### src/rtl/fifo_hexdump_pkg.sv
`default_nettype none

package fifo_hexdump_pkg;

    // page buffer geometry
    localparam int BUF_BIT_AW  = 13;                  // 8 k bits
    localparam int BUF_BYTE_AW = 10;                  // 1 k bytes
    localparam int TEXT_AW     = 7;                   // 128 byte text rom

    // control characters
    localparam logic [7:0] CHAR_CR    = 8'h0D;
    localparam logic [7:0] CHAR_LF    = 8'h0A;
    localparam logic [7:0] CHAR_SPACE = 8'h20;

    // nibble to ascii table, first character at the msb end
    localparam logic [16*8-1:0] HEX_DIGITS = "0123456789ABCDEF";

    // boot title carries its own line end, hex lines follow directly
    localparam logic [32*8-1:0] BOOT_TITLE = {
        "BUBBLE MEMORY BOOT LOADER DUMP",
        CHAR_CR,
        CHAR_LF
    };

    // user title is followed by the page number digits
    localparam logic [12*8-1:0] USER_TITLE = "USER PAGE 0x";

    // rom map
    localparam logic [6:0] BOOT_TITLE_ADDR = 7'd16;   // right after the hex digits
    localparam logic [6:0] USER_TITLE_ADDR = 7'd80;
    localparam logic [7:0] BOOT_TITLE_LEN  = 8'd32;
    localparam logic [7:0] USER_TITLE_LEN  = 8'd12;

    // buffer byte, seen whole or as two hex digits
    typedef union packed {
        logic [7:0]      raw;
        logic [1:0][3:0] nibble;                      // [1] is the high digit, sent first
    } dump_byte_u;

endpackage

`default_nettype wire

### src/rtl/text_rom.sv
`timescale 1ns/1ns
`default_nettype none

module text_rom (
    input  wire                               MCLK,
    input  wire                               text_rd,
    input  wire  [fifo_hexdump_pkg::TEXT_AW-1:0] text_addr,
    output logic [7:0]                        text_data
);

    import fifo_hexdump_pkg::*;

    localparam int ROM_BITS = 8 << TEXT_AW;

    // entry n sits at bits [8n+7:8n]
    function automatic logic [ROM_BITS-1:0] build_image();
        logic [ROM_BITS-1:0] img;
        img = {(2**TEXT_AW){CHAR_SPACE}};              // unused entries print as blanks
        for (int i = 0; i < 16; i++) begin
            img[8*i +: 8] = HEX_DIGITS[8*(15-i) +: 8];
        end
        for (int i = 0; i < int'(BOOT_TITLE_LEN); i++) begin
            img[8*(int'(BOOT_TITLE_ADDR) + i) +: 8] =
                BOOT_TITLE[8*(int'(BOOT_TITLE_LEN) - 1 - i) +: 8];
        end
        for (int i = 0; i < int'(USER_TITLE_LEN); i++) begin
            img[8*(int'(USER_TITLE_ADDR) + i) +: 8] =
                USER_TITLE[8*(int'(USER_TITLE_LEN) - 1 - i) +: 8];
        end
        return img;
    endfunction

    localparam logic [ROM_BITS-1:0] ROM_IMAGE = build_image();

    always_ff @(posedge MCLK) begin
        if (text_rd) begin
            text_data <= ROM_IMAGE[{text_addr, 3'b000} +: 8];
        end
    end

endmodule

`default_nettype wire

### config.mk
export PLATFORM = sky130hd
export DESIGN_NAME = text_rom
export DESIGN_NICKNAME = d
export VERILOG_FILES = /design/src/rtl/fifo_hexdump_pkg.sv /design/src/rtl/text_rom.sv
export SDC_FILE = /design/constraint.sdc
export NUM_CORES = 1
export LEC_CHECK = 0
export ABC_CLOCK_PERIOD_IN_PS = 2400
export BUFFER_PORTS_ARGS = -buffer_cell sky130_fd_sc_hd__buf_2
export CORE_MARGIN = 8
export CORE_UTILIZATION = 50
export DETAILED_ROUTE_END_ITERATION = 12
export GPL_TIMING_DRIVEN = 0
export PLACE_DENSITY = 0.72
export RECOVER_POWER = 100
export SKIP_CTS_REPAIR_TIMING = 1
export SLEW_MARGIN = 15
export SYNTH_ARGS = -nofsm -noshare
export SYNTH_HDL_FRONTEND = slang
export SYNTH_SLANG_ARGS = --single-unit
### constraint.sdc
create_clock -name MCLK -period 2.4 [get_ports MCLK]
set_clock_uncertainty 0.1 [all_clocks]
set_input_delay 0.36 -clock MCLK [delete_from_list [all_inputs] [get_ports MCLK]]
set_output_delay 0.36 -clock MCLK [all_outputs]
set_load 0.03 [all_outputs]
# ---- After elaboration in Yosys (flattened, before gate mapping)
# Index checks and enable logic that the tools add are counted.
dict set report totals {
  output_inout_bits 8
  in_bits 9
  reg_bits 8
  elab_cells 2
}
dict set report op_classes {
  shift 1
}
# cell n
set ops {}
lappend ops {{1024-bit by 11-bit indexed part select with 8-bit output, first input constant} 1}

# ---- Depth between registers and ports, before layout
dict set report logic_depth {
  depth_word 1
  depth_mapped 7
}

# ---- Worst setup path before layout
# OpenSTA, ideal clock, no wires.
dict set report synth_timing {
  path_kind {input-to-reg}
  start {input port text_addr[1] (netlist bit)}
  end {register text_data[4], data pin}
  stages 7
  setup_time_ns 0.268
  arrival_ns 1.408
  slack_ns 0.624
  n_path_buf 1
  cell_sequence {buf_2 inv_1 ha_1 nand2b_1 o21ai_1 o2111ai_1 o211ai_1}
}
dict set report synth_between {
  elab_chain_cells 1
}
# element line_no
set synth_lines {}
lappend synth_lines {{from (decl)} text_rom.sv:7} ;# input wire [fifo_hexdump_pkg::TEXT_AW-1:0] text_addr,
lappend synth_lines {{1024-bit by 11-bit indexed part select with 8-bit output} text_rom.sv:37} ;# text_data <= ROM_IMAGE[{text_addr, 3'b000} +: 8];
lappend synth_lines {{to (signal assigned)} text_rom.sv:37}
lappend synth_lines {{to (decl)} text_rom.sv:8} ;# output logic [7:0] text_data
# Every way passes these cells.
# A chain may end at the register's enable or synchronous reset.

# ---- Worst setup path after layout
dict set report layout_timing {
  start {input port text_addr[1] (netlist bit)}
  end {register text_data[0], data pin}
}
# Same word-level chain as after synthesis.

==> results by group <==
Critical path
  – CP required: 2.39 ns
  – CP arrival: 2.08 ns
  – CP Class: primary input to flip-flop
  – CP max FO: 9
  – Startpoint Class: primary input
  – Crit. End Element: flip-flop

Clock network
  – CTS tree: built
  – Clk buf depth: 2
  – H-tree levels: 1
  – Root Driver: clkbuf_4
  – CTS clk-pin slew, worst paths: 0.05 ns
  – CTS sink cnt: 7
  – Number of CTS-inserted buffers: 3

Global routing
  – Vias in the first global route: 1,016
  – Largest net degree at the start of global routing: 13
  – Grt total ovfl: 0
  – First-pass GRT wire length: 4690 um
  – Gr usage total: 0.165
  – Initial antenna violation count: 0

Route
  – Final WL: 2950 um
  – DR WL/cell: 16.8 um
  – Drt first pass iters: 4
  – Initial drt markers: 114
  – DRC: 0
  – Average via count per standard cell: 6.46
  – Via count: 1,130
  – Antenna Nets Post-Route: 0

Floorplan
  – Die Span Y: 61.1 um
  – Num rows: 16
  – Chip Width: 61.1 um
  – Initial core utilization: 0.523
  – IO Pins: 17
  – Core area: 1940 um^2
  – Die area: 3730 um^2

STA
  – Final setup margin: 0.314 ns
  – RSZ-0062 raised after global routing: no
  – Setup tns final: 0 ns
  – Endpoints failing hold: 0
  – Peak Freq: 0.479 GHz
  – Slew Viols, Final: 0
  – Final clock period utilization by the worst path: 0.869
  – Post-route minimum period: 2.09 ns
  – WHS: 0.394 ns
  – Setup violators final: 0

Layout
  – Area growth from synthesis to layout: 11.2%
  – Layout filler cell count: 197
  – Number of flip-flops in the largest register: 7
  – Largest regs: text_data (7)
  – Layout cells sized above 1: 0.162
  – Biggest register: text_data
  – Sequential standard cell area: 210 um^2
  – Antenna cells: 0
  – Multi-input logic area: 679 um^2
  – Final nets: 166

Yosys
  – Synth Area in Compound Gates: 0.311
  – Cells after synthesis: 131
  – Synth cell types: 42
  – Ys async rst share: 0
  – Post-synthesis simple-gate area fraction: 0.216
  – Post-synthesis cell area: 1010 um^2
  – Post-synth net total: 148
  – Main flop type after synthesis: edfxtp_1
  – Post-synth EDFFs: 7
  – Synth Register Bits: 7
  – Combinational family with the most area after synthesis: compound AO/OA/AOI/OAI gates
  – Syn avg cell area: 7.75 um^2
  – Adder-Cell Fraction of Synth Area: 0.0986
  – Mux contribution to synthesized area: 0.0407
  – XOR/XNOR Fraction of Synth Area: 0
  – Register area share after synthesis: 0.207
  – Yosys warns: 0

Run status
  – Status: completed

Hold path
  – Hold Crit Class: primary input to flip-flop

Flow run
  – MaxCap Viol Count: 0

Power
  – Pleak: 0.446 nW
  – Worst vdd ir: 0.000195 V
  – Final Total Pwr: 447 uW
  – Pwr Density: 396 nW/um^2

Placed design
  – Setup WS pre-CTS: 0.166 ns
  – Final HPWL from detailed placement: 2180 um
  – Number of port buffers: 13
  – GP Congestion: 0.935
==> through the flow <==
step	instances	cell area [um^2]	util
5_1_grt	175	1130	0.581
6_report	175	1130	0.581
3_5_place_dp	171	1110	0.573
2_1_floorplan	131	1010	-
3_3_place_gp	171	1110	0.573
4_1_cts	175	1140	0.587
==> where the power goes <==
| part | switching (mW) | leakage (nW) | total [mW] | internal [mW] |
|---|---|---|---|---|
| Sequential | 0.00248 | 0.0676 | 0.152 | 0.149 |
| Clock | 0.0457 | 0.0150 | 0.109 | 0.0636 |
| Combinational | 0.124 | 0.364 | 0.186 | 0.0625 |
| Total | 0.172 | 0.446 | 0.447 | 0.275 |
==> cell usage in the layout (no fill, tap or decap), drive strengths merged, types with 4 or more instances in the layout <==
cell,n
nand2b,5
ha,8
nand2,13
buf,17
o211ai,4
inv,9
nor2b,5
o21ai,11
edfxtp,7
a21oi,5
clkbuf,13
nor2,11
==> critical path: stages <==
cell      delay, ns
clkbuf_1       0.18
buf_2          0.27
inv_1          0.14
ha_1           0.40
nand2b_1       0.22
o221ai_1       0.18
nand4_1        0.12
a22oi_1        0.21
==> layout make-up <==
type                            instances  area share
Tap cell                               27      0.0299
Clock buffer                            4      0.0233
Sequential cell                         7       0.186
Multi-Input combinational cell        102       0.602
Timing Repair Buffer                   13      0.0477
Buffer                                 13      0.0809
Inverter                                9      0.0299
==> worst paths after layout <==
path	start	to	cells past startpoint
setup / recovery	text_addr[1]	text_data[0]	8
hold / removal	text_rd	text_data[0]	1
==> cell usage after synthesis, types with 2 or more instances <==
| library cell | number | area [um^2] |
|---|---|---|
| a21oi_1 | 5 | 25.0 |
| a31oi_1 | 3 | 18.8 |
| and3_1 | 2 | 12.5 |
| buf_2 | 7 | 35.0 |
| buf_4 | 3 | 22.5 |
| buf_6 | 3 | 33.8 |
| edfxtp_1 | 7 | 210 |
| ha_1 | 8 | 100 |
| inv_1 | 7 | 26.3 |
| inv_2 | 2 | 7.51 |
| mux2i_1 | 3 | 30.0 |
| nand2_1 | 13 | 48.8 |
| nand2b_1 | 5 | 31.3 |
| nand3_1 | 3 | 15.0 |
| nand4_1 | 2 | 12.5 |
| nor2_1 | 10 | 37.5 |
| nor2b_1 | 5 | 31.3 |
| nor3_1 | 2 | 10.0 |
| o2111ai_1 | 3 | 26.3 |
| o211ai_1 | 4 | 30.0 |
| o21ai_0 | 7 | 35.0 |
| o21ai_1 | 4 | 20.0 |
| o221ai_1 | 2 | 17.5 |
| o22ai_1 | 2 | 12.5 |
| o311ai_1 | 2 | 17.5 |
==> cells by family (layout without fill, tap and decap cells) <==
logic type | count (synthesis) | in the layout
flip-flops | 7 | 7
AND/OR/NAND/NOR | 45 | 45
adder cells (fa/ha/maj) | 8 | 8
other | 1 | 1
multiplexers | 4 | 4
AO/OA/AOI/OAI | 44 | 44
buffers and inverters | 22 | 39
==> metal layers <==
layer | vias up | part of all wire | track usage
met2 | 80 | 0.47 | 0.264
met4 | 0 | 0.029 | 0.103
met5 | - | 0 | 0
met1 | 521 | 0.38 | 0.195
li1 | 518 | - | -
met3 | 11 | 0.11 | 0.0334
Note: power is estimated with default switching activity, not from simulation.
