--- src/rtl/fifo_hexdump_pkg.sv ---
`default_nettype none

package fifo_hexdump_pkg;

    // page buffer geometry
    localparam int BUF_BIT_AW  = 13;                  // 8 k bits
    localparam int BUF_BYTE_AW = 10;                  // 1 k bytes
    localparam int TEXT_AW     = 7;                   // 128 byte text rom

    // control characters
    localparam logic [7:0] CHAR_CR    = 8'h0D;
    localparam logic [7:0] CHAR_LF    = 8'h0A;
    localparam logic [7:0] CHAR_SPACE = 8'h20;

    // nibble to ascii table, first character at the msb end
    localparam logic [16*8-1:0] HEX_DIGITS = "0123456789ABCDEF";

    // boot title carries its own line end, hex lines follow directly
    localparam logic [32*8-1:0] BOOT_TITLE = {
        "BUBBLE MEMORY BOOT LOADER DUMP",
        CHAR_CR,
        CHAR_LF
    };

    // user title is followed by the page number digits
    localparam logic [12*8-1:0] USER_TITLE = "USER PAGE 0x";

    // rom map
    localparam logic [6:0] BOOT_TITLE_ADDR = 7'd16;   // right after the hex digits
    localparam logic [6:0] USER_TITLE_ADDR = 7'd80;
    localparam logic [7:0] BOOT_TITLE_LEN  = 8'd32;
    localparam logic [7:0] USER_TITLE_LEN  = 8'd12;

    // buffer byte, seen whole or as two hex digits
    typedef union packed {
        logic [7:0]      raw;
        logic [1:0][3:0] nibble;                      // [1] is the high digit, sent first
    } dump_byte_u;

endpackage

`default_nettype wire

--- src/rtl/message_sequencer.sv ---
`timescale 1ns/1ns
`default_nettype none

module message_sequencer #(
    parameter int BOOT_LINES     = 30,
    parameter int USER_LINES     = 8,
    parameter int BYTES_PER_LINE = 16
) (
    input  wire                                   MCLK,
    input  wire                                   rst,
    input  wire                                   send_boot_n,
    input  wire                                   send_user_n,
    input  wire                                   fifo_en_n,
    input  wire  [11:0]                           rel_page,
    output logic                                  rd_en,
    output logic [fifo_hexdump_pkg::BUF_BYTE_AW-1:0] rd_addr,
    input  wire  [7:0]                            rd_data,
    output logic                                  text_rd,
    output logic [fifo_hexdump_pkg::TEXT_AW-1:0]     text_addr,
    input  wire  [7:0]                            text_data,
    output logic                                  tx_req,
    output logic [7:0]                            tx_data,
    input  wire                                   tx_ack
);

    import fifo_hexdump_pkg::*;

    localparam int MAX_LINES = (BOOT_LINES > USER_LINES) ? BOOT_LINES : USER_LINES;
    localparam int LINE_W    = $clog2(MAX_LINES + 1);
    localparam int CNT_W     = (BYTES_PER_LINE > 255) ? $clog2(BYTES_PER_LINE + 1) : 8;

    localparam logic [3:0] S_IDLE   = 4'd0;
    localparam logic [3:0] S_TITLE  = 4'd1;            // title character loop
    localparam logic [3:0] S_TROM   = 4'd2;            // text rom read cycle
    localparam logic [3:0] S_TCHAR  = 4'd3;            // rom data to tx register
    localparam logic [3:0] S_SEND   = 4'd4;            // wait for the writer
    localparam logic [3:0] S_PAGE   = 4'd5;            // page number digits
    localparam logic [3:0] S_LINE   = 4'd6;            // line loop
    localparam logic [3:0] S_BYTE   = 4'd7;            // byte loop
    localparam logic [3:0] S_BRD    = 4'd8;            // buffer read cycle
    localparam logic [3:0] S_BLOAD  = 4'd9;
    localparam logic [3:0] S_HI     = 4'd10;
    localparam logic [3:0] S_LO     = 4'd11;
    localparam logic [3:0] S_SP     = 4'd12;
    localparam logic [3:0] S_EOL_CR = 4'd13;
    localparam logic [3:0] S_EOL_LF = 4'd14;
    localparam logic [3:0] S_DONE   = 4'd15;

    logic [3:0]        state;
    logic [3:0]        ret_state;                      // where S_SEND returns to
    logic [3:0]        eol_next;                       // where the line end returns to
    logic              boot_mode;
    logic [CNT_W-1:0]  cnt;                            // characters, digits or bytes left
    logic [LINE_W-1:0] lines;
    logic [11:0]       page_r;
    dump_byte_u        byte_r;

    assign rd_en   = (state == S_BRD);
    assign text_rd = (state == S_TROM);

    always_ff @(posedge MCLK) begin
        if (rst) begin
            state     <= S_IDLE;
            ret_state <= S_IDLE;
            eol_next  <= S_IDLE;
            boot_mode <= 1'b0;
            cnt       <= '0;
            lines     <= '0;
            rd_addr   <= '0;
            text_addr <= '0;
            tx_req    <= 1'b0;
        end else if (send_boot_n && send_user_n) begin
            // both requests released, drop everything
            state  <= S_IDLE;
            tx_req <= 1'b0;
        end else begin
            case (state)
                S_IDLE: begin
                    if (!fifo_en_n) begin
                        boot_mode <= !send_boot_n;                  // boot wins
                        text_addr <= !send_boot_n ? BOOT_TITLE_ADDR : USER_TITLE_ADDR;
                        cnt       <= !send_boot_n ? CNT_W'(BOOT_TITLE_LEN)
                                                  : CNT_W'(USER_TITLE_LEN);
                        page_r    <= rel_page;
                        rd_addr   <= '0;
                        state     <= S_TITLE;
                    end
                end
                S_TITLE: begin
                    if (cnt == '0) begin
                        if (boot_mode) begin
                            lines <= LINE_W'(BOOT_LINES);
                            state <= S_LINE;
                        end else begin
                            lines <= LINE_W'(USER_LINES);
                            cnt   <= CNT_W'(3);                     // three page digits
                            state <= S_PAGE;
                        end
                    end else begin
                        cnt       <= cnt - CNT_W'(1);
                        ret_state <= S_TITLE;
                        state     <= S_TROM;
                    end
                end
                S_TROM: begin
                    state <= S_TCHAR;
                end
                S_TCHAR: begin
                    tx_data   <= text_data;
                    tx_req    <= 1'b1;
                    text_addr <= text_addr + 1'b1;                  // next title character
                    state     <= S_SEND;
                end
                S_SEND: begin
                    if (tx_ack) begin
                        tx_req <= 1'b0;
                        state  <= ret_state;
                    end
                end
                S_PAGE: begin
                    if (cnt == '0) begin
                        eol_next <= S_LINE;
                        state    <= S_EOL_CR;
                    end else begin
                        text_addr <= TEXT_AW'(page_r[11:8]);        // high digit first
                        page_r    <= {page_r[7:0], 4'h0};
                        cnt       <= cnt - CNT_W'(1);
                        ret_state <= S_PAGE;
                        state     <= S_TROM;
                    end
                end
                S_LINE: begin
                    if (lines == '0) begin
                        eol_next <= S_DONE;                         // closing blank line
                        state    <= S_EOL_CR;
                    end else begin
                        lines <= lines - LINE_W'(1);
                        cnt   <= CNT_W'(BYTES_PER_LINE);
                        state <= S_BYTE;
                    end
                end
                S_BYTE: begin
                    if (cnt == '0) begin
                        eol_next <= S_LINE;
                        state    <= S_EOL_CR;
                    end else begin
                        cnt   <= cnt - CNT_W'(1);
                        state <= S_BRD;
                    end
                end
                S_BRD: begin
                    state <= S_BLOAD;
                end
                S_BLOAD: begin
                    byte_r.raw <= rd_data;
                    rd_addr    <= rd_addr + 1'b1;
                    state      <= S_HI;
                end
                S_HI: begin
                    text_addr <= TEXT_AW'(byte_r.nibble[1]);
                    ret_state <= S_LO;
                    state     <= S_TROM;
                end
                S_LO: begin
                    text_addr <= TEXT_AW'(byte_r.nibble[0]);
                    ret_state <= S_SP;
                    state     <= S_TROM;
                end
                S_SP: begin
                    tx_data   <= CHAR_SPACE;
                    tx_req    <= 1'b1;
                    ret_state <= S_BYTE;
                    state     <= S_SEND;
                end
                S_EOL_CR: begin
                    tx_data   <= CHAR_CR;
                    tx_req    <= 1'b1;
                    ret_state <= S_EOL_LF;
                    state     <= S_SEND;
                end
                S_EOL_LF: begin
                    tx_data   <= CHAR_LF;
                    tx_req    <= 1'b1;
                    ret_state <= eol_next;
                    state     <= S_SEND;
                end
                S_DONE: begin
                    state <= S_DONE;                                // left only by release
                end
                default: begin
                    state <= S_IDLE;
                end
            endcase
        end
    end

endmodule

`default_nettype wire

--- config.mk ---
export PLATFORM = sky130hd
export DESIGN_NAME = message_sequencer
export DESIGN_NICKNAME = d
export VERILOG_FILES = /design/src/rtl/fifo_hexdump_pkg.sv /design/src/rtl/message_sequencer.sv
export SDC_FILE = /design/constraint.sdc
export NUM_CORES = 1
export LEC_CHECK = 0
export BUFFER_PORTS_ARGS = -buffer_cell sky130_fd_sc_hd__buf_2
export CAP_MARGIN = 40
export CORE_MARGIN = 1
export CORE_UTILIZATION = 29
export DETAILED_ROUTE_END_ITERATION = 10
export HOLD_SLACK_MARGIN = 0.1
export PLACE_DENSITY = 0.5
export SYNTH_ARGS = -nofsm -noshare
export SYNTH_HDL_FRONTEND = slang
export SYNTH_SLANG_ARGS = --single-unit
--- constraint.sdc ---
create_clock -name MCLK -period 3.2 [get_ports MCLK]
set_clock_uncertainty 0.2 [all_clocks]
set_input_delay 0.32 -clock MCLK [delete_from_list [all_inputs] [get_ports MCLK]]
set_output_delay 0.32 -clock MCLK [all_outputs]
set_load 0.03 [all_outputs]
Word level (Yosys, flattened, before mapping)
Cells that the tools add are included.
Widths: inputs -> output; s select.
{"block": "op_classes", "n_addsub": 4, "n_eq_ne": 25, "muxes": 37, "n_bitwise": 3, "reduce_logical": 30}
{"cell": "$pmux 8 s4", "count": 2}
{"cell": "$pmux 4 s12", "count": 1}
{"cell": "$mux 8", "count": 5}
{"cell": "$mux 4", "count": 9}
{"cell": "$pmux 7 s5", "count": 1}
{"cell": "$eq 4x4->1 const B", "count": 8}
{"cell": "$pmux 4 s7", "count": 1}
{"cell": "$mux 12", "count": 2}
{"cell": "$pmux 12 s2", "count": 1}
{"cell": "$mux 7", "count": 3}
{"cell": "$pmux 10 s2", "count": 1}
{"cell": "$eq 4x3->1 const B", "count": 4}
{"cell": "$ne 2x2->1 const B", "count": 8}
{"cell": "$reduce_and 4->1", "count": 4}
{"cell": "$mux 5", "count": 3}
{"cell": "$reduce_and 3->1", "count": 4}
{"cell": "$add 10x1->10 const B", "count": 1}
{"cell": "$mux 10", "count": 1}
{"cell": "$pmux 5 s2", "count": 1}
{"cell": "$reduce_bool 2->1", "count": 5}
{"cell": "$eq 4x2->1 const B", "count": 2}
{"cell": "$logic_not 8->1", "count": 1}
{"cell": "$pmux 4 s2", "count": 1}
{"cell": "$reduce_bool 4->1", "count": 2}
{"cell": "23 further kinds", "count": 28}
{"block": "word_totals", "register_bits": 72, "input_bits": 34, "output_inout_bits": 28, "wordCells": 111}

Logic depth before layout (Yosys ltp)
{"block": "depth", "ltp_word": 4, "depth_mapped": 8, "depth_no_buf": 7}

Worst setup path after synthesis
No wires, ideal clock.
{"block": "synth_path", "kind": "register to register", "startpoint": "reg state[3]", "endpoint": "reg page_r[0] (enable)", "setup_ps": 399, "arrival_ps": 2144, "required_ps": 2601, "setup_slack_ps": 457, "stages_incl_launch_ff": 7, "n_path_buf": 3, "period_less_slack_ps": 2743, "cell_sequence": "dfxtp_1 buf_6 and4bb_1 buf_4 clkbuf_1 nor2_1 nor3b_1"}
{"block": "synth_between", "elab_chain_cells": 3, "elab_cells_between_ends": 6, "cone_classes": "eq/ne: 3; reduce/logical: 3"}
{"element": "start, declared", "line_no": "message_sequencer.sv:49", "rtl": "logic [3:0] state;"}
{"element": "start signal, assigned", "line_no": "message_sequencer.sv:117", "rtl": "state <= ret_state;"}
{"element": "$eq 4x3->1 / $logic_not 4->1 (equally long branches)", "line_no": "message_sequencer.sv:77", "rtl": "case (state)"}
{"element": "$ne 2x2->1 (no source line) / $reduce_bool 2->1 (equally long branches)"}
{"element": "$reduce_and 5->1 (no source line) (*)"}
{"element": "end signal, assigned", "line_no": "message_sequencer.sv:84", "rtl": "page_r <= rel_page;"}
{"element": "end signal, assigned", "line_no": "message_sequencer.sv:126", "rtl": "page_r <= {page_r[7:0], 4'h0};"}
{"element": "end, declared", "line_no": "message_sequencer.sv:55", "rtl": "logic [11:0] page_r;"}
Every way passes the cells marked *; elsewhere a longest branch is shown, timed or not.
A chain may end at the register's enable or synchronous reset.

Worst setup path after layout
{"block": "layout_path", "startpoint": "in send_user_n", "endpoint": "reg cnt[3]"}
{"block": "layout_between", "elab_chain_cells": 3}
{"element": "start, declared", "line_no": "message_sequencer.sv:12", "rtl": "input wire send_user_n,"}
{"element": "$logic_and 1x1->1", "line_no": "message_sequencer.sv:72", "rtl": "end else if (send_boot_n && send_user_n) begin"}
{"element": "$not 1->1 (no source line)"}
{"element": "$reduce_and 6->1 (no source line)"}
{"element": "end signal, assigned", "line_no": "message_sequencer.sv:82", "rtl": "cnt <= !send_boot_n ? CNT_W'(BOOT_TITLE_LEN)"}
{"element": "end signal, assigned", "line_no": "message_sequencer.sv:100", "rtl": "cnt <= cnt - CNT_W'(1);"}
{"element": "end signal, assigned", "line_no": "message_sequencer.sv:127", "rtl": "cnt <= cnt - CNT_W'(1);"}
{"element": "end, declared", "line_no": "message_sequencer.sv:53", "rtl": "logic [CNT_W-1:0] cnt;"}
No other way between the ends.

==> impl_metrics.tcl <==
set metrics [dict create \
    holdCritStartpoint "text_data[3]" \
    syn_area_per_cell_sq_um 9.389 \
    n_fill_cell 1319 \
    clock_latency_ns 0.34 \
    synth_seq_cells 70 \
    htree_levels 3 \
    cap_violations 0 \
    drive_above_1_share_pct 22.44 \
    totalWireLength_um 10530 \
    combPwrFrac_pct 21.5 \
    outcome "complete, no violations" \
    antenna_found_initial 0 \
    p_sw_mw 0.7643 \
    diodes 0 \
    path_class "in -> reg" \
    period_needed_ns 2.616 \
    p_int_mw 1.791 \
    swShare_pct 29.91 \
    routedWlPerCell_um 15.48 \
    power_density_nw_per_um2 516.0 \
    grt_max_degree 27 \
    sequentialPowerShare_pct 40.3 \
    grt-ovfl-total 0 \
    worst_r2r_path_depth 4 \
    place_hpwl_um 7340 \
    synthCells 413 \
    min_to "tx_data[3]" \
    cp.required_ns 3.23 \
    synth_top_area_share_pct 21.68 \
    hp-class "in -> reg" \
    fin_tns_setup_ns 0 \
    rows 41 \
    yosys_warnings 0 \
    min_path_cells 3 \
    timing.rr.end "text_addr[5]" \
    die_width_um 117.6 \
    first_iter_violations 224 \
    vias 3534 \
    ant_nets 0 \
    fmax_mhz 382.3 \
    drv_slew 0 \
    track_usage_pct 15.73 \
    area_delta_synth_final_pct 27.69 \
    synth_ff_type "dfxtp_1" \
    io_pins 62 \
    grt_pass1_wl_um 17170 \
    worstPathArrival_ns 2.64 \
    dieHeight_um 117.6 \
    dieArea_sq_um 13840 \
    nets 542 \
    clockBufferDepth 2 \
    ir_worst_vdd_mv 0.2745 \
    cp-end-kind "flip-flop" \
    clkPwrFrac_pct 38.2 \
    leakagePower_nw 1.916 \
    yosys.area.top_type "dfxtp_1" \
    cts_resized 0 \
    syn_area_sq_um 3877 \
    maxSlewHeadroom_pct 50.86 \
    synth_cell_types 71 \
    viasPerCell 5.197 \
    drcViolationCount 0 \
    grt_pass1_vias 3382 \
    port_buffers 61 \
    async_flop_share_pct 0 \
    path_max_fanout 14 \
    root_buffer "clkbuf_16" \
    synth_edf_count 28 \
    r2r_start "state[1]" \
    cts_tree "yes" \
    gp_congestion 0.8455 \
    synth_nets 452 \
    fin_crit_sh_pct 81.75 \
    start_util_pct 30.23 \
    yosysSeqAreaShare_pct 43.37 \
    final_util_pct 38.60 \
    drtPass1Iterations 5 \
    rsz0062_at_grt "no" \
    worst_pin_slew_ns 0.7361 \
    core_area_sq_um 12820 \
    cts.sinks 70 \
    finalHoldViolCount 0 \
    synth.area.top_cells "dfxtp_1 (22%), edfxtp_1 (22%), nor2_1 (4.4%), a21oi_1 (3.7%), nand2_1 (3.5%)" \
    crit_path_start_kind "input port" \
    numCtsBuffers 9 \
    path_clk_slew_ns 0.06 \
    regToRegSetupSlack_ns 0.61 \
    setup_viol 0 \
]
==> repair_timing <==
action	in CTS	in global routing
hold buffers	28	0
buffers inserted	0	0
endpoints found under the hold margin	28	0
==> cell usage after synthesis, types with 3 or more instances <==
| cell | number |
|---|---|
| a22o_1 | 5 |
| nand2b_1 | 4 |
| o211ai_1 | 5 |
| a211oi_1 | 4 |
| nor3b_1 | 3 |
| a22oi_1 | 7 |
| a21oi_1 | 29 |
| edfxtp_1 | 28 |
| nor2b_1 | 9 |
| or3_1 | 3 |
| nand4_1 | 8 |
| o21ai_0 | 20 |
| and4_1 | 3 |
| o21a_1 | 4 |
| mux2_2 | 8 |
| buf_6 | 3 |
| buf_2 | 9 |
| dfxtp_1 | 42 |
| and3_1 | 6 |
| xor2_1 | 9 |
| o21ai_1 | 4 |
| nor3_1 | 8 |
| nand3_1 | 8 |
| nor2_1 | 45 |
| nor4_1 | 4 |
| clkbuf_1 | 11 |
| and2_1 | 7 |
| o22ai_1 | 8 |
| ha_1 | 5 |
| mux2i_1 | 4 |
| a31oi_1 | 3 |
| a32o_1 | 3 |
| nand2_1 | 36 |
| inv_1 | 10 |
==> kinds of logic (layout without fill, tap and decap cells) <==
kind of cell | after synthesis | count (layout) | share of synthesized area, %
AO/OA/AOI/OAI | 123 | 123 | 22.59
buffers and inverters | 35 | 130 | 4.453
adder cells (fa/ha/maj) | 5 | 5 | 1.613
flip-flops | 70 | 70 | 43.37
multiplexers | 12 | 12 | 3.356
XOR/XNOR | 10 | 10 | 2.259
AND/OR/NAND/NOR | 158 | 158 | 22.36
==> routing by layer <==
layer,GRT usage (%),share of wire [%],vias to the layer above
met2,24.34,47,100
li1,-,-,1730
met4,9.295,2.4,0
met3,3.295,3.8,16
met1,20.14,47,1688
met5,0,0,-
==> placed cells by master (no fill, tap or decap), types with 9 or more instances in the layout <==
cell,n
xor2_1,9
buf_4,15
dfxtp_1,42
edfxtp_1,28
nor2_1,45
buf_2,61
a21oi_1,29
dlygate4sd3_1,28
nand2_1,36
inv_1,10
nor2b_1,9
clkbuf_16,9
o21ai_0,20
==> power groups by stage <==
| stage | combinational [mW] | clock [mW] | sequential, mW |
|---|---|---|---|
| CTS | 0.544 | 1.01 | 1.03 |
| global placement | 0.512 | 0 | 1.05 |
| global route | 0.603 | 1.05 | 1.04 |
| detailed placement | 0.515 | 0 | 1.05 |
| floorplan | 0.385 | 0 | 1.03 |
| finish | 0.549 | 0.976 | 1.03 |
==> sequential cells by signal (all words and copies together) (netlist names), 5 cells and up <==
name / cells
lines: 5
page_r: 12
byte_r: 8
text_addr: 7
tx_data: 8
cnt: 8
rd_addr: 10
==> worst max path at each step <==
| stage | depth (start not counted) | start | end | slack, ns |
|---|---|---|---|---|
| after floorplan | 6 | state[3] | page_r[0] | 0.46 |
| after global placement | 6 | state[0] | page_r[0] | 0.74 |
| after detailed placement | 5 | state[3] | cnt[3] | 0.68 |
| after CTS | 7 | send_user_n | cnt[3] | 0.60 |
| after global routing | 7 | send_user_n | cnt[5] | 0.44 |
| final | 7 | send_user_n | cnt[3] | 0.58 |
==> critical path: stages <==
cell and delay (ns):
dlygate4sd3_1 0.54, buf_2 0.13, and2_1 0.32, a211o_1 0.34, a311oi_4 0.60, o21ai_1 0.14
a32o_1 0.23
==> cell type report <==
cell class                 instances  area [sq um]  share of cell area (%)
sequential                        70          1682                   33.97
tap                              172         215.2                   4.347
clock inverter                     7         65.06                   1.314
clock buffer                       9         225.2                   4.549
timing repair buffer             104         698.2                   14.10
multi-input combinational        308          2028                   40.97
inverter                          10         37.54                  0.7581
==> stage by stage <==
stage / hold WS (ns) / setup WS, ns / instance area, sq um / cells / total power, mW
floorplan: 0.2189 / 0.4565 / 3877 / 413 / 1.416
finish: 0.1599 / 0.5841 / 4951 / 680 / 2.555
detailed placement: 0.2568 / 0.6799 / 4380 / 636 / 1.563
global route: 0.1569 / 0.4388 / 4951 / 680 / 2.688
CTS: 0.1431 / 0.6035 / 4951 / 680 / 2.584
global placement: 0.2486 / 0.7401 / 4380 / 636 / 1.558
No activity file was read; power rests on OpenSTA's default activity.
