<file path="src/rtl/fifo_hexdump_pkg.sv">
`default_nettype none

package fifo_hexdump_pkg;

    // page buffer geometry
    localparam int BUF_BIT_AW  = 13;                  // 8 k bits
    localparam int BUF_BYTE_AW = 10;                  // 1 k bytes
    localparam int TEXT_AW     = 7;                   // 128 byte text rom

    // control characters
    localparam logic [7:0] CHAR_CR    = 8'h0D;
    localparam logic [7:0] CHAR_LF    = 8'h0A;
    localparam logic [7:0] CHAR_SPACE = 8'h20;

    // nibble to ascii table, first character at the msb end
    localparam logic [16*8-1:0] HEX_DIGITS = "0123456789ABCDEF";

    // boot title carries its own line end, hex lines follow directly
    localparam logic [32*8-1:0] BOOT_TITLE = {
        "BUBBLE MEMORY BOOT LOADER DUMP",
        CHAR_CR,
        CHAR_LF
    };

    // user title is followed by the page number digits
    localparam logic [12*8-1:0] USER_TITLE = "USER PAGE 0x";

    // rom map
    localparam logic [6:0] BOOT_TITLE_ADDR = 7'd16;   // right after the hex digits
    localparam logic [6:0] USER_TITLE_ADDR = 7'd80;
    localparam logic [7:0] BOOT_TITLE_LEN  = 8'd32;
    localparam logic [7:0] USER_TITLE_LEN  = 8'd12;

    // buffer byte, seen whole or as two hex digits
    typedef union packed {
        logic [7:0]      raw;
        logic [1:0][3:0] nibble;                      // [1] is the high digit, sent first
    } dump_byte_u;

endpackage

`default_nettype wire

</file>
<file path="src/rtl/fifo_writer.sv">
`timescale 1ns/1ns
`default_nettype none

module fifo_writer (
    input  wire        MCLK,
    input  wire        rst,
    input  wire        tx_req,
    input  wire  [7:0] tx_data,
    input  wire        txe_n,
    output logic       tx_ack,
    output logic [7:0] fifo_data,
    output logic       wr_n
);

    import fifo_hexdump_pkg::*;

    localparam logic [1:0] W_IDLE    = 2'd0;
    localparam logic [1:0] W_STROBE  = 2'd1;
    localparam logic [1:0] W_RELEASE = 2'd2;

    logic [1:0] state;

    always_ff @(posedge MCLK) begin
        if (rst) begin
            state     <= W_IDLE;
            wr_n      <= 1'b1;
            tx_ack    <= 1'b0;
            fifo_data <= CHAR_SPACE;
        end else begin
            tx_ack <= 1'b0;
            case (state)
                W_IDLE: begin
                    // ack cycle blocks a second write of the same character
                    if (tx_req && !txe_n && !tx_ack) begin
                        fifo_data <= tx_data;             // held until the next strobe
                        wr_n      <= 1'b0;
                        state     <= W_STROBE;
                    end
                end
                W_STROBE: begin
                    state <= W_RELEASE;                   // second low cycle
                end
                W_RELEASE: begin
                    wr_n   <= 1'b1;
                    tx_ack <= 1'b1;                       // same cycle wr_n goes high
                    state  <= W_IDLE;
                end
                default: begin
                    wr_n  <= 1'b1;
                    state <= W_IDLE;
                end
            endcase
        end
    end

endmodule

`default_nettype wire

</file>
<file path="config.mk">
export PLATFORM = sky130hd
export DESIGN_NAME = fifo_writer
export DESIGN_NICKNAME = d
export VERILOG_FILES = /design/src/rtl/fifo_hexdump_pkg.sv /design/src/rtl/fifo_writer.sv
export SDC_FILE = /design/constraint.sdc
export NUM_CORES = 1
export LEC_CHECK = 0
export BUFFER_PORTS_ARGS = -buffer_cell sky130_fd_sc_hd__buf_4
export CAP_MARGIN = 25
export CORE_AREA = 2 2 39 41
export DETAILED_ROUTE_END_ITERATION = 10
export DIE_AREA = 0 0 41 43
export PLACE_DENSITY = 0.74
export SLEW_MARGIN = 20
export SYNTH_ARGS = -nofsm -noshare
export SYNTH_HDL_FRONTEND = slang
export SYNTH_SLANG_ARGS = --single-unit
</file>
<file path="constraint.sdc">
create_clock -name MCLK -period 1.2 [get_ports MCLK]
set_input_delay 0.3 -clock MCLK [delete_from_list [all_inputs] [get_ports MCLK]]
set_output_delay 0.3 -clock MCLK [all_outputs]
set_load 0.05 [all_outputs]
</file>
# Word-level counts from Yosys, hierarchy flattened

Cells that the tools add are included.

Flip-flop bits (word level): 12
Latch bits: 0
RAM bits: 0
Bits in read-only memories: 0
Bits of input ports: 12
Output and inout bits: 10
Logic and storage cells: 20
Memories kept: 0

Add/sub/neg operators: 0
Multipliers: 0
Divide/modulo/power cells: 0
$lt $le $gt $ge: 0
Eq/ne operators: 3
Shift-type cells: 0
Multiplexer cells: 5
Bitwise logic cells: 1
Reduce and logical (&&, ||, !) cells: 7

Operator list:

| cell                                                                   | count |
|---|---|
| 2-bit case mux with 2 select lines                                     | 1 |
| 2-bit AND reduction                                                    | 2 |
| 2-bit by 1-bit equality test with 1-bit output (second input constant) | 1 |
| 2-bit equality test (second input constant)                            | 1 |
| 1-bit logical AND                                                      | 2 |
| 1-bit zero test                                                        | 2 |
| 2-bit zero test                                                        | 1 |
| 1-bit two-way mux                                                      | 2 |
| 2-bit two-way mux                                                      | 1 |
| 2-bit inequality test (second input constant)                          | 1 |
| 1-bit case mux with 2 select lines                                     | 1 |
| 1-bit NOT                                                              | 1 |

# Depth between registers and ports, before layout

Gate-level depths: netlist (run 1).

Depth in word-level cells: 5
Gate-level depth with buffers: 4
Gate-level depth less buffers: 3

# Least setup slack after synthesis (run 1)

OpenSTA, ideal clock, no wires.

Path type: reg2reg
From: register tx_ack
To: register fifo_data[0]
Setup time: 0.072 ns
Arrival time: 1.094 ns
Data required time: 1.128 ns
Path slack: 0.035 ns
Stages on the path, launching flop included: 4
Path buffers: 1
Period minus slack after synthesis: 1.165 ns
Cells stage by stage: dfxtp_1 nor4_4 buf_6 mux2i_1

Cells in the longest elaborated chain, start to end: 3

Ends and longest elaborated chain:

| element                       | RTL line          | text |
|---|---|---|
| start: declaration            | fifo_writer.sv:10 | `output logic tx_ack,` |
| start signal: assignment      | fifo_writer.sv:27 | `tx_ack <= 1'b0;` |
| start signal: assignment      | fifo_writer.sv:30 | `tx_ack <= 1'b0;` |
| start signal: assignment      | fifo_writer.sv:45 | `tx_ack <= 1'b1;` |
| 1-bit zero test               | fifo_writer.sv:34 | `if (tx_req && !txe_n && !tx_ack) begin` |
| 1-bit logical AND             | fifo_writer.sv:34 |  |
| 2-bit AND reduction (no line) | n/a               |  |
| end signal: assignment        | fifo_writer.sv:35 | `fifo_data <= tx_data;` |
| end: declaration              | fifo_writer.sv:11 | `output logic [7:0] fifo_data,` |

Every way passes these cells.
A chain may end at the register's enable or synchronous reset.

# Final worst setup path (run 1)

From: register tx_ack
To: output tx_ack

No word-level cell between the ends.

==> results of run 1 <==
-- Yosys cell counts --
cell / n
and2b_1: 1
dfxtp_1: 12
mux2i_1: 8
nor4_4: 1
clkbuf_1: 2
o21bai_1: 1
buf_6: 1
nor2_1: 3
nand2b_1: 15
nor3b_1: 2
-- power groups by stage --
| stage | combinational, mW | clock [mW] | sequential (mW) |
|---|---|---|---|
| 2_1_floorplan | 0.0548 | 0 | 0.496 |
| 3_3_place_gp | 0.174 | 0 | 0.438 |
| 3_5_place_dp | 0.176 | 0 | 0.438 |
| 4_1_cts | 0.176 | 0.329 | 0.429 |
| 5_1_grt | 0.185 | 0.347 | 0.431 |
| 6_report | 0.175 | 0.322 | 0.428 |
-- cell families (layout without fill, tap and decap cells) --
| family | after synthesis | in the layout | share of synthesized area |
|---|---|---|---|
| AOI/OAI and AO/OA | 1 | 1 | 0.0152 |
| and+or+nand+nor | 22 | 22 | 0.300 |
| DFF | 12 | 12 | 0.485 |
| muxes | 8 | 8 | 0.162 |
| buffers and inverters | 3 | 27 | 0.0379 |
-- worst min-delay path, cell delays in order --
cell	delay [ns]
buf_4	0.08
nor2_1	0.03
mux2i_1	0.11
-- state kept, by name (all words and copies together) (netlist names) --
name,cells
fifo_data,8
wr_n,1
state,2
tx_ack,1
-- what timing repair did --
item,CTS,global route
hold buffers,0,0
resized for setup,0,1
setup buffers,0,0
setup endpoints to repair,0,1
-- cell type report --
| class | count | area (sq um) |
|---|---|---|
| Tap cell | 16 | 20.0 |
| Clock buffer | 4 | 36.3 |
| Timing Repair Buffer | 23 | 176 |
| Fill cell | 136 | 674 |
| Multi-Input combinational cell | 31 | 236 |
| Sequential cell | 12 | 240 |
-- metal layers --
layer | vias to the layer above | track usage | routed length [um]
met3 | 0 | 0.0628 | 69
met5 | - | 0 | 0
met4 | 0 | 0.0800 | 0
met2 | 14 | 0.153 | 394
met1 | 163 | 0.132 | 379
li1 | 198 | - | -
-- metrics by stage --
step           instances  total power, mW  area, sq um  setup slack (ns)
6_report              86            0.925          709            0.0566
5_1_grt               86            0.963          709            0.0122
4_1_cts               86            0.934          706            0.0234
3_5_place_dp          82            0.614          669            0.0565
3_3_place_gp          82            0.612          669            0.0642
2_1_floorplan         46            0.551          495            0.0345
-- worst max-delay path by stage --
stage | start | end | slack [ns] | cells after the start
2_1_floorplan | tx_ack$_SDFF_PP0_ | fifo_data[0]$_SDFFE_PP0P_ | 0.03 | 3
3_3_place_gp | txe_n | fifo_data[7]$_SDFFE_PP0P_ | 0.06 | 4
3_5_place_dp | txe_n | fifo_data[0]$_SDFFE_PP0P_ | 0.06 | 4
4_1_cts | tx_ack$_SDFF_PP0_ | tx_ack | 0.02 | 1
5_1_grt | tx_ack$_SDFF_PP0_ | tx_ack | 0.01 | 1
6_report | tx_ack$_SDFF_PP0_ | tx_ack | 0.06 | 1
==> metrics.md, run 1 <==
| Metric | Value |
|---|---|
| Status | `completed` |
| Max Freq | `875 MHz` |
| Seq pwr share | `0.463` |
| Hold EP | `fifo_data[5]$_SDFFE_PP1P_` |
| Fin Setup TNS | `0 ns` |
| VDD IR-drop max | `0.645 mV` |
| Worst r2r path cells | `3` |
| R2r endpoint | `fifo_data[7]$_SDFFE_PP0P_` |
| Worst path cell trace | `buf_6` |
| Synth Net Count | `58` |
| Final Slew Violations | `0` |
| TritonCTS Buffers | `3` |
| Maxcap violations | `0` |
| Synth cell types | `10` |
| Tcrit/Tclk final | `0.953` |
| Syn_area_per_cell | `10.8 sq um` |
| Hold WS | `0.287 ns` |
| Avg WL per Cell | `9.81 um` |
| Via density | `4.36` |
| IO Pins | `22` |
| CTS Buffer Depth | `2` |
| Cell count after synthesis | `46` |
| Synth area leader | `dfxtp_1` |
| Comb power frac | `0.189` |
| Yosys warnings | `0` |
| Hold path startpoint | `tx_data[5]` |
| Final hold vios | `0` |
| Slew of the pin with the lowest slew margin | `0.210 ns` |
| Die width | `41 um` |
| First-pass GRT wire length | `1280 um` |
| CP Buf/Inv Count | `1` |
| Final ANT Viol Nets | `0` |
| Worst path slowest cell | `dfxtp_1` |
| Req. time, crit path | `0.90 ns` |
| Leak | `0.315 nW` |
| Sequential-to-total area share from yosys stat | `0.485` |
| Clock power share | `0.348` |
| Hpwl dp | `623 um` |
| Sink Count | `12` |
| Critical path type | `reg -> out` |
| Syn Std Cell Area | `495 sq um` |
| Pwr Density | `1300 mW/mm^2` |
| Crit Path Max Fanout | `2` |
| Yosys reg bits | `12` |
| Layout net count | `83` |
| Crit end category | `output pin` |
| Hold Path Cell Cnt | `3` |
| Ant diodes | `0` |
| Area grow syn2layout | `43.2%` |
| Worst reg2reg startpoint | `state[1]$_SDFFE_PP0P_` |
| Final min period | `1.14 ns` |
| Clk_lat worst skew | `0.27 ns` |
| Layout cell share with drive strength beyond 1 | `0.400` |
| Delay-heaviest family, CP | `flip-flops` |
| CTS tree | `done` |
| Slew headroom | `0.859` |
| Synth top area cells | `dfxtp_1, nand2b_1, mux2i_1` |
| CP peak stage delay | `0.39 ns` |
| Fin Clk Skew | `0.00183 ns` |
| Worst min path class | `in -> reg` |
| Commonest non-fill, non-tap cell in the layout | `buf_4` |
| Die area | `0.00176 sq mm` |
| Setup slack, reg-to-reg | `0.09 ns` |
| Final core utilization | `0.513` |
| Worst-path clk slew | `0.08 ns` |
| Switching pwr | `0.246 mW` |
| Most frequent cells in the layout | `buf_4, nand2b_1, dfxtp_1` |
| Initial Utilization | `0.358` |
| RePlAce Congestion | `0.595` |
| DR pass1 iterations | `4` |
| Setup crit start kind | `flop` |
| Drt total wl | `844 um` |
| Crit path DAT | `0.84 ns` |
| Internal power | `0.679 mW` |
| Final Setup Violations | `0` |
| RSZ-0062 raised after global routing | `no` |
| Die Ht | `43 um` |
| Routed via count | `375` |
| Area share of the largest cell type after synthesis | `0.485` |
| Sw frac | `0.266` |
| Vias in the first global route | `321` |
| PortBufs | `21` |
| Root Driver | `clkbuf_4` |
| H-tree Lvls | `1` |
| Row count | `14` |
| Overflow after GRT | `0` |
| Total GRT Usage | `0.114` |
| Core Region | `0.00138 sq mm` |
| 1st-iter DRT viols | `2` |
| DRC | `0` |
| Largest net degree at the start of global routing | `21` |
| Initial antenna violation count | `0` |
No activity file was read; power rests on OpenSTA's default activity.
==> run 2: changes to the inputs <==
--- a/config.mk
+++ b/config.mk
@@ -7,9 +7,9 @@
 export LEC_CHECK = 0
 export BUFFER_PORTS_ARGS = -buffer_cell sky130_fd_sc_hd__buf_4
 export CAP_MARGIN = 25
-export CORE_AREA = 2 2 39 41
+export CORE_AREA = 4 4 41 43
 export DETAILED_ROUTE_END_ITERATION = 10
-export DIE_AREA = 0 0 41 43
+export DIE_AREA = 0 0 45 47
 export PLACE_DENSITY = 0.74
 export SLEW_MARGIN = 20
 export SYNTH_ARGS = -nofsm -noshare
==> constraint.sdc (replaced) <==
create_clock -name MCLK -period 1.2 [get_ports MCLK]
set_input_delay 0.3 -clock MCLK [delete_from_list [all_inputs] [get_ports MCLK]]
set_output_delay 0.3 -clock MCLK [all_outputs]
set_load 0.01 [all_outputs]
==> metrics.md, run 2 (synthesis gave the netlist of run 1 again) <==
| Metric | Value |
|---|---|
| Sink Count | `12 (unchanged)` |
| Critical path type | `reg -> reg (was reg -> out)` |
| Hold buffers post-CTS | `0 (unchanged)` |
| IO Pins | `22 (unchanged)` |
| Worst-path clk slew | `0.08 ns (about the same)` |
| VDD IR-drop max | `0.671 mV (was 0.645 mV)` |
| Setup crit start kind | `flop (unchanged)` |
| Core Region | `0.00130 sq mm (was 0.00138 sq mm)` |
| Most frequent cells in the layout | `buf_4, nand2b_1, dfxtp_1 (unchanged)` |
| CP endpoint | `fifo_data[0]$_SDFFE_PP0P_ (was tx_ack)` |
| Commonest non-fill, non-tap cell in the layout | `buf_4 (unchanged)` |
| Total GRT Usage | `0.0970 (was 0.114)` |
| Top reg by flops | `fifo_data (unchanged)` |
| Final Setup Violations | `0 (unchanged)` |
| DP Area | `668 sq um (was 669 sq um)` |
| Final instance area | `704 sq um (was 709 sq um)` |
| Initial antenna violation count | `0 (unchanged)` |
| Crit Path Max Fanout | `6 (was 2)` |
| Maxcap violations | `0 (unchanged)` |
| PortBufs | `21 (unchanged)` |
| Die area | `0.00212 sq mm (was 0.00176 sq mm)` |
| Largest registers | `fifo_data (8), state (2) (unchanged)` |
| Final ANT Viol Nets | `0 (unchanged)` |
| Ant diodes | `0 (unchanged)` |
| Setup slack, reg-to-reg | `0.1 ns (was 0.09 ns)` |
| CTS tree | `done (unchanged)` |
| 1st-iter DRT viols | `5 (was 2)` |
| Clk_lat worst skew | `0.26 ns (was 0.27 ns)` |
| Delay-heaviest family, CP | `flip-flops (unchanged)` |
| CP peak stage delay | `0.36 ns (was 0.39 ns)` |
| Hold Path Cell Cnt | `3 (unchanged)` |
| Slew headroom | `0.860 (was 0.859)` |
| R2r endpoint | `fifo_data[0]$_SDFFE_PP0P_ (was fifo_data[7]$_SDFFE_PP0P_)` |
| Worst Setup SP | `state[1]$_SDFFE_PP0P_ (was tx_ack$_SDFF_PP0_)` |
| Row count | `13 (was 14)` |
| Vias in the first global route | `369 (was 321)` |
| RePlAce Congestion | `0.632 (was 0.595)` |
| Fin Clk Skew | `0.00189 ns (was 0.00183 ns)` |
| Setup Buffers After CTS | `0 (unchanged)` |
| Largest register FFs | `8 (unchanged)` |
| Crit end category | `flop (was output pin)` |
| Layout net count | `83 (unchanged)` |
| Worst setup margin | `0.0976 ns (was 0.0566 ns)` |
| DR pass1 iterations | `4 (unchanged)` |
| Hold WS | `0.295 ns (was 0.287 ns)` |
| Via density | `4.42 (was 4.36)` |
| Pwr Density | `1230 mW/mm^2 (was 1300 mW/mm^2)` |
| Worst path slowest cell | `dfxtp_1 (unchanged)` |
| Layout cell share with drive strength beyond 1 | `0.400 (unchanged)` |
| Largest net degree at the start of global routing | `21 (unchanged)` |
| Hpwl dp | `710 um (was 623 um)` |
| Final hold vios | `0 (unchanged)` |
| Die Ht | `47 um (was 43 um)` |
| Root Driver | `clkbuf_4 (unchanged)` |
| Overflow after GRT | `0 (unchanged)` |
| Final min period | `1.10 ns (was 1.14 ns)` |
| Status | `completed (unchanged)` |
| Drt total wl | `916 um (was 844 um)` |
| H-tree Lvls | `1 (unchanged)` |
| DRC | `0 (unchanged)` |
| Final Slew Violations | `0 (unchanged)` |
| RSZ-0062 raised after global routing | `no (unchanged)` |
| Routed via count | `376 (was 375)` |
| Worst path cell trace | `nor4_4, buf_4, mux2i_1 (was buf_6)` |
| First-pass GRT wire length | `1430 um (was 1280 um)` |
| Initial Utilization | `0.381 (was 0.358)` |
| Avg WL per Cell | `10.8 um (was 9.81 um)` |
| Fin Setup TNS | `0 ns (unchanged)` |
| Levels on crit path | `3 (was 1)` |
| CTS Buffer Depth | `2 (unchanged)` |
| Leak | `0.315 nW (about the same)` |
| Die width | `45 um (was 41 um)` |
| Resized Gates After CTS | `0 (unchanged)` |
| TritonCTS Buffers | `3 (unchanged)` |
| CP Buf/Inv Count | `1 (unchanged)` |
| Setup Slack @ Placement | `0.0551 ns (was 0.0565 ns)` |
| Req. time, crit path | `1.39 ns (was 0.90 ns)` |
| Worst reg2reg startpoint | `state[1]$_SDFFE_PP0P_ (unchanged)` |
| Tcrit/Tclk final | `0.919 (was 0.953)` |
| Max Freq | `907 MHz (was 875 MHz)` |
| Slew of the pin with the lowest slew margin | `0.209 ns (was 0.210 ns)` |
| Area grow syn2layout | `42.2% (was 43.2%)` |
| Worst r2r path cells | `3 (unchanged)` |
| Worst min path class | `in -> reg (unchanged)` |
| Crit path DAT | `1.30 ns (was 0.84 ns)` |
## run 2: worst min path at each step
stage,from,end,slack (ns)
after floorplan,state[0]$_SDFFE_PP0P_,tx_ack$_SDFF_PP0_,0.40
after global placement,state[0]$_SDFFE_PP0P_,tx_ack$_SDFF_PP0_,0.42
after detailed placement,state[0]$_SDFFE_PP0P_,tx_ack$_SDFF_PP0_,0.42
after CTS,tx_data[5],fifo_data[5]$_SDFFE_PP1P_,0.29
after global routing,tx_data[1],fifo_data[1]$_SDFFE_PP0P_,0.30
final,tx_data[5],fifo_data[5]$_SDFFE_PP1P_,0.29
## run 2: stage by stage
stage / util / total power [mW] / instances
after CTS: 0.541 / 0.879 / 85
after detailed placement: 0.513 / 0.562 / 81
final: 0.541 / 0.863 / 85
after global routing: 0.541 / 0.909 / 85
after global placement: 0.513 / 0.561 / 81
after floorplan: - / 0.500 / 46
## run 2: routing by layer
layer  vias to the layer above  GRT usage  routed length [um]
met5                         -          0                   0
met4                         0     0.0702                  11
met3                         2     0.0383                  84
met2                        14      0.136                 394
met1                       161      0.120                 426
li1                        199          -                   -
## run 2: where the power goes
group / total (mW) / internal, mW / switching [mW] / leakage [nW]
Combinational: 0.122 / 0.0757 / 0.0466 / 0.196
Clock: 0.312 / 0.184 / 0.129 / 0.0210
Sequential: 0.428 / 0.417 / 0.0110 / 0.0981
Total: 0.863 / 0.677 / 0.186 / 0.315
## run 2: tightest hold or removal path: cells and delay by family
| kind | cells | cell delay, ns |
|---|---|---|
| buffers and inverters | 1 | 0.08 |
| and+or+nand+nor | 1 | 0.03 |
| muxes | 1 | 0.11 |
## run 2: area by class of cell
type                            count  area [sq um]
Fill cell                         133           597
Sequential cell                    12           240
Multi-Input combinational cell     31           236
Timing Repair Buffer               23           173
Clock buffer                        4          36.3
Tap cell                           15          18.8
==> run 3: changes to the inputs <==
--- a/config.mk
+++ b/config.mk
@@ -10,7 +10,7 @@
 export CORE_AREA = 4 4 41 43
 export DETAILED_ROUTE_END_ITERATION = 10
 export DIE_AREA = 0 0 45 47
-export PLACE_DENSITY = 0.74
+export PLACE_DENSITY = 0.63
 export SLEW_MARGIN = 20
 export SYNTH_ARGS = -nofsm -noshare
 export SYNTH_HDL_FRONTEND = slang
==> metrics.md, run 3 (synthesis gave the netlist of run 1 again) <==
| Metric | Value |
|---|---|
| Total GRT Usage | `0.0891 (was 0.0970)` |
| Initial Utilization | `0.381 (unchanged)` |
| 1st-iter DRT viols | `3 (was 5)` |
| Hold WS | `0.307 ns (was 0.295 ns)` |
| Crit Path Max Fanout | `5 (was 6)` |
| Vias in the first global route | `352 (was 369)` |
| Fin Setup TNS | `0 ns (unchanged)` |
| First-pass GRT wire length | `1410 um (was 1430 um)` |
| IO Pins | `22 (unchanged)` |
| Most frequent cells in the layout | `buf_4, nand2b_1, dfxtp_1 (unchanged)` |
| Tcrit/Tclk final | `0.905 (was 0.919)` |
| WL met2 | `350 um (was 394 um)` |
| H-tree Lvls | `1 (unchanged)` |
| Row count | `13 (unchanged)` |
| Hpwl dp | `649 um (was 710 um)` |
| Worst-path clk slew | `0.06 ns (was 0.08 ns)` |
| DR top layer | `met3 (was met4)` |
| Max Freq | `921 MHz (was 907 MHz)` |
| Critical path type | `reg -> reg (unchanged)` |
| Clk_lat worst skew | `0.25 ns (was 0.26 ns)` |
| Crit path DAT | `1.27 ns (was 1.30 ns)` |
| Met1 WL | `391 um (was 426 um)` |
| TritonCTS Buffers | `3 (unchanged)` |
| Setup Buffers After CTS | `0 (unchanged)` |
| Worst min path class | `in -> reg (unchanged)` |
| Final Slew Violations | `0 (unchanged)` |
| CTS tree | `done (unchanged)` |
| Layout fillers | `138 (was 133)` |
| Crit end category | `flop (unchanged)` |
| PortBufs | `21 (unchanged)` |
| Final ANT Viol Nets | `0 (unchanged)` |
| Slew headroom | `0.856 (was 0.860)` |
| Avg WL per Cell | `9.79 um (was 10.8 um)` |
| Layout net count | `83 (unchanged)` |
| Die width | `45 um (unchanged)` |
| Largest register FFs | `8 (unchanged)` |
| Largest registers | `fifo_data (8), state (2) (unchanged)` |
| Setup crit start kind | `flop (unchanged)` |
| Leak | `0.310 nW (was 0.315 nW)` |
| Final hold vios | `0 (unchanged)` |
| Overflow after GRT | `0 (unchanged)` |
| Commonest non-fill, non-tap cell in the layout | `buf_4 (unchanged)` |
| Sink Count | `12 (unchanged)` |
| Final Setup Violations | `0 (unchanged)` |
| Die Ht | `47 um (unchanged)` |
| Routed via count | `366 (was 376)` |
| Via density | `4.36 (was 4.42)` |
| Root Driver | `clkbuf_4 (unchanged)` |
| Drt total wl | `822 um (was 916 um)` |
| Layout cell share with drive strength beyond 1 | `0.420 (was 0.400)` |
| VDD IR-drop max | `0.551 mV (was 0.671 mV)` |
| Pwr Density | `1110 mW/mm^2 (was 1230 mW/mm^2)` |
| Initial antenna violation count | `0 (unchanged)` |
| RePlAce Congestion | `0.652 (was 0.632)` |
| Core Region | `0.00130 sq mm (unchanged)` |
| Req. time, crit path | `1.38 ns (was 1.39 ns)` |
| Area grow syn2layout | `41.2% (was 42.2%)` |
| Top reg by flops | `fifo_data (unchanged)` |
| DRC | `0 (unchanged)` |
| Status | `completed (unchanged)` |
| Metal3 WL | `80 um (was 84 um)` |
| Maxcap violations | `0 (unchanged)` |
| Largest net degree at the start of global routing | `21 (unchanged)` |
| Ant diodes | `0 (unchanged)` |
| CTS Buffer Depth | `2 (unchanged)` |
| DR pass1 iterations | `4 (unchanged)` |
| Final min period | `1.09 ns (was 1.10 ns)` |
| Slew of the pin with the lowest slew margin | `0.215 ns (was 0.209 ns)` |
| RSZ-0062 raised after global routing | `no (unchanged)` |
| Fin Clk Skew | `0.00102 ns (was 0.00189 ns)` |
| Die area | `0.00212 sq mm (unchanged)` |
[run 3: critical path: stages, from the launching register on]
cell     delay [ns]
dfxtp_2        0.34
nor4_4         0.28
buf_4          0.20
mux2i_1        0.19
[run 3: report_power, final]
group | total [mW] | switching, mW | internal, mW
combinational | 0.125 | 0.0471 | 0.0779
sequential | 0.428 | 0.0103 | 0.418
clock | 0.224 | 0.108 | 0.115
total | 0.777 | 0.166 | 0.611
[run 3: worst paths after layout]
check                                    to  cells after the start             startpoint  slack, ns
setup reg to reg  fifo_data[7]$_SDFFE_PP0P_                      3  state[1]$_SDFFE_PP0P_       0.11
hold / removal    fifo_data[5]$_SDFFE_PP1P_                      3             tx_data[5]       0.31
hold reg to reg           tx_ack$_SDFF_PP0_                      1  state[0]$_SDFFE_PP0P_       0.44
setup / recovery  fifo_data[7]$_SDFFE_PP0P_                      3  state[1]$_SDFFE_PP0P_       0.11
[run 3: metal layers]
metal,vias up,GRT usage
met5,-,0
met4,0,0.0351
met3,0,0.0307
met2,14,0.127
met1,156,0.123
li1,196,-
[run 3: stage by stage]
step	utilization	instance area (sq um)	worst slack [ns]	cells	power (mW)
3_5_place_dp	0.513	668	0.0410	81	0.562
5_1_grt	0.538	699	0.0150	84	0.820
6_report	0.538	699	0.114	84	0.777
3_3_place_gp	0.513	668	0.0490	81	0.561
4_1_cts	0.531	691	0.0664	84	0.788
2_1_floorplan	-	495	0.188	46	0.500
[run 3: what timing repair did]
item | in CTS | in global routing
endpoints found under the hold margin | 0 | 0
hold buffers | 0 | 0
resized for setup | 0 | 2
endpoints found under the setup margin | 0 | 7
[run 3: area by class of cell]
class / count / area (sq um) / area share
flip-flops and latches: 12 / 241 / 0.345
multi-input cells: 31 / 244 / 0.349
clock buffers: 3 / 22.5 / 0.0322
well taps: 15 / 18.8 / 0.0268
repair buffers: 23 / 173 / 0.247
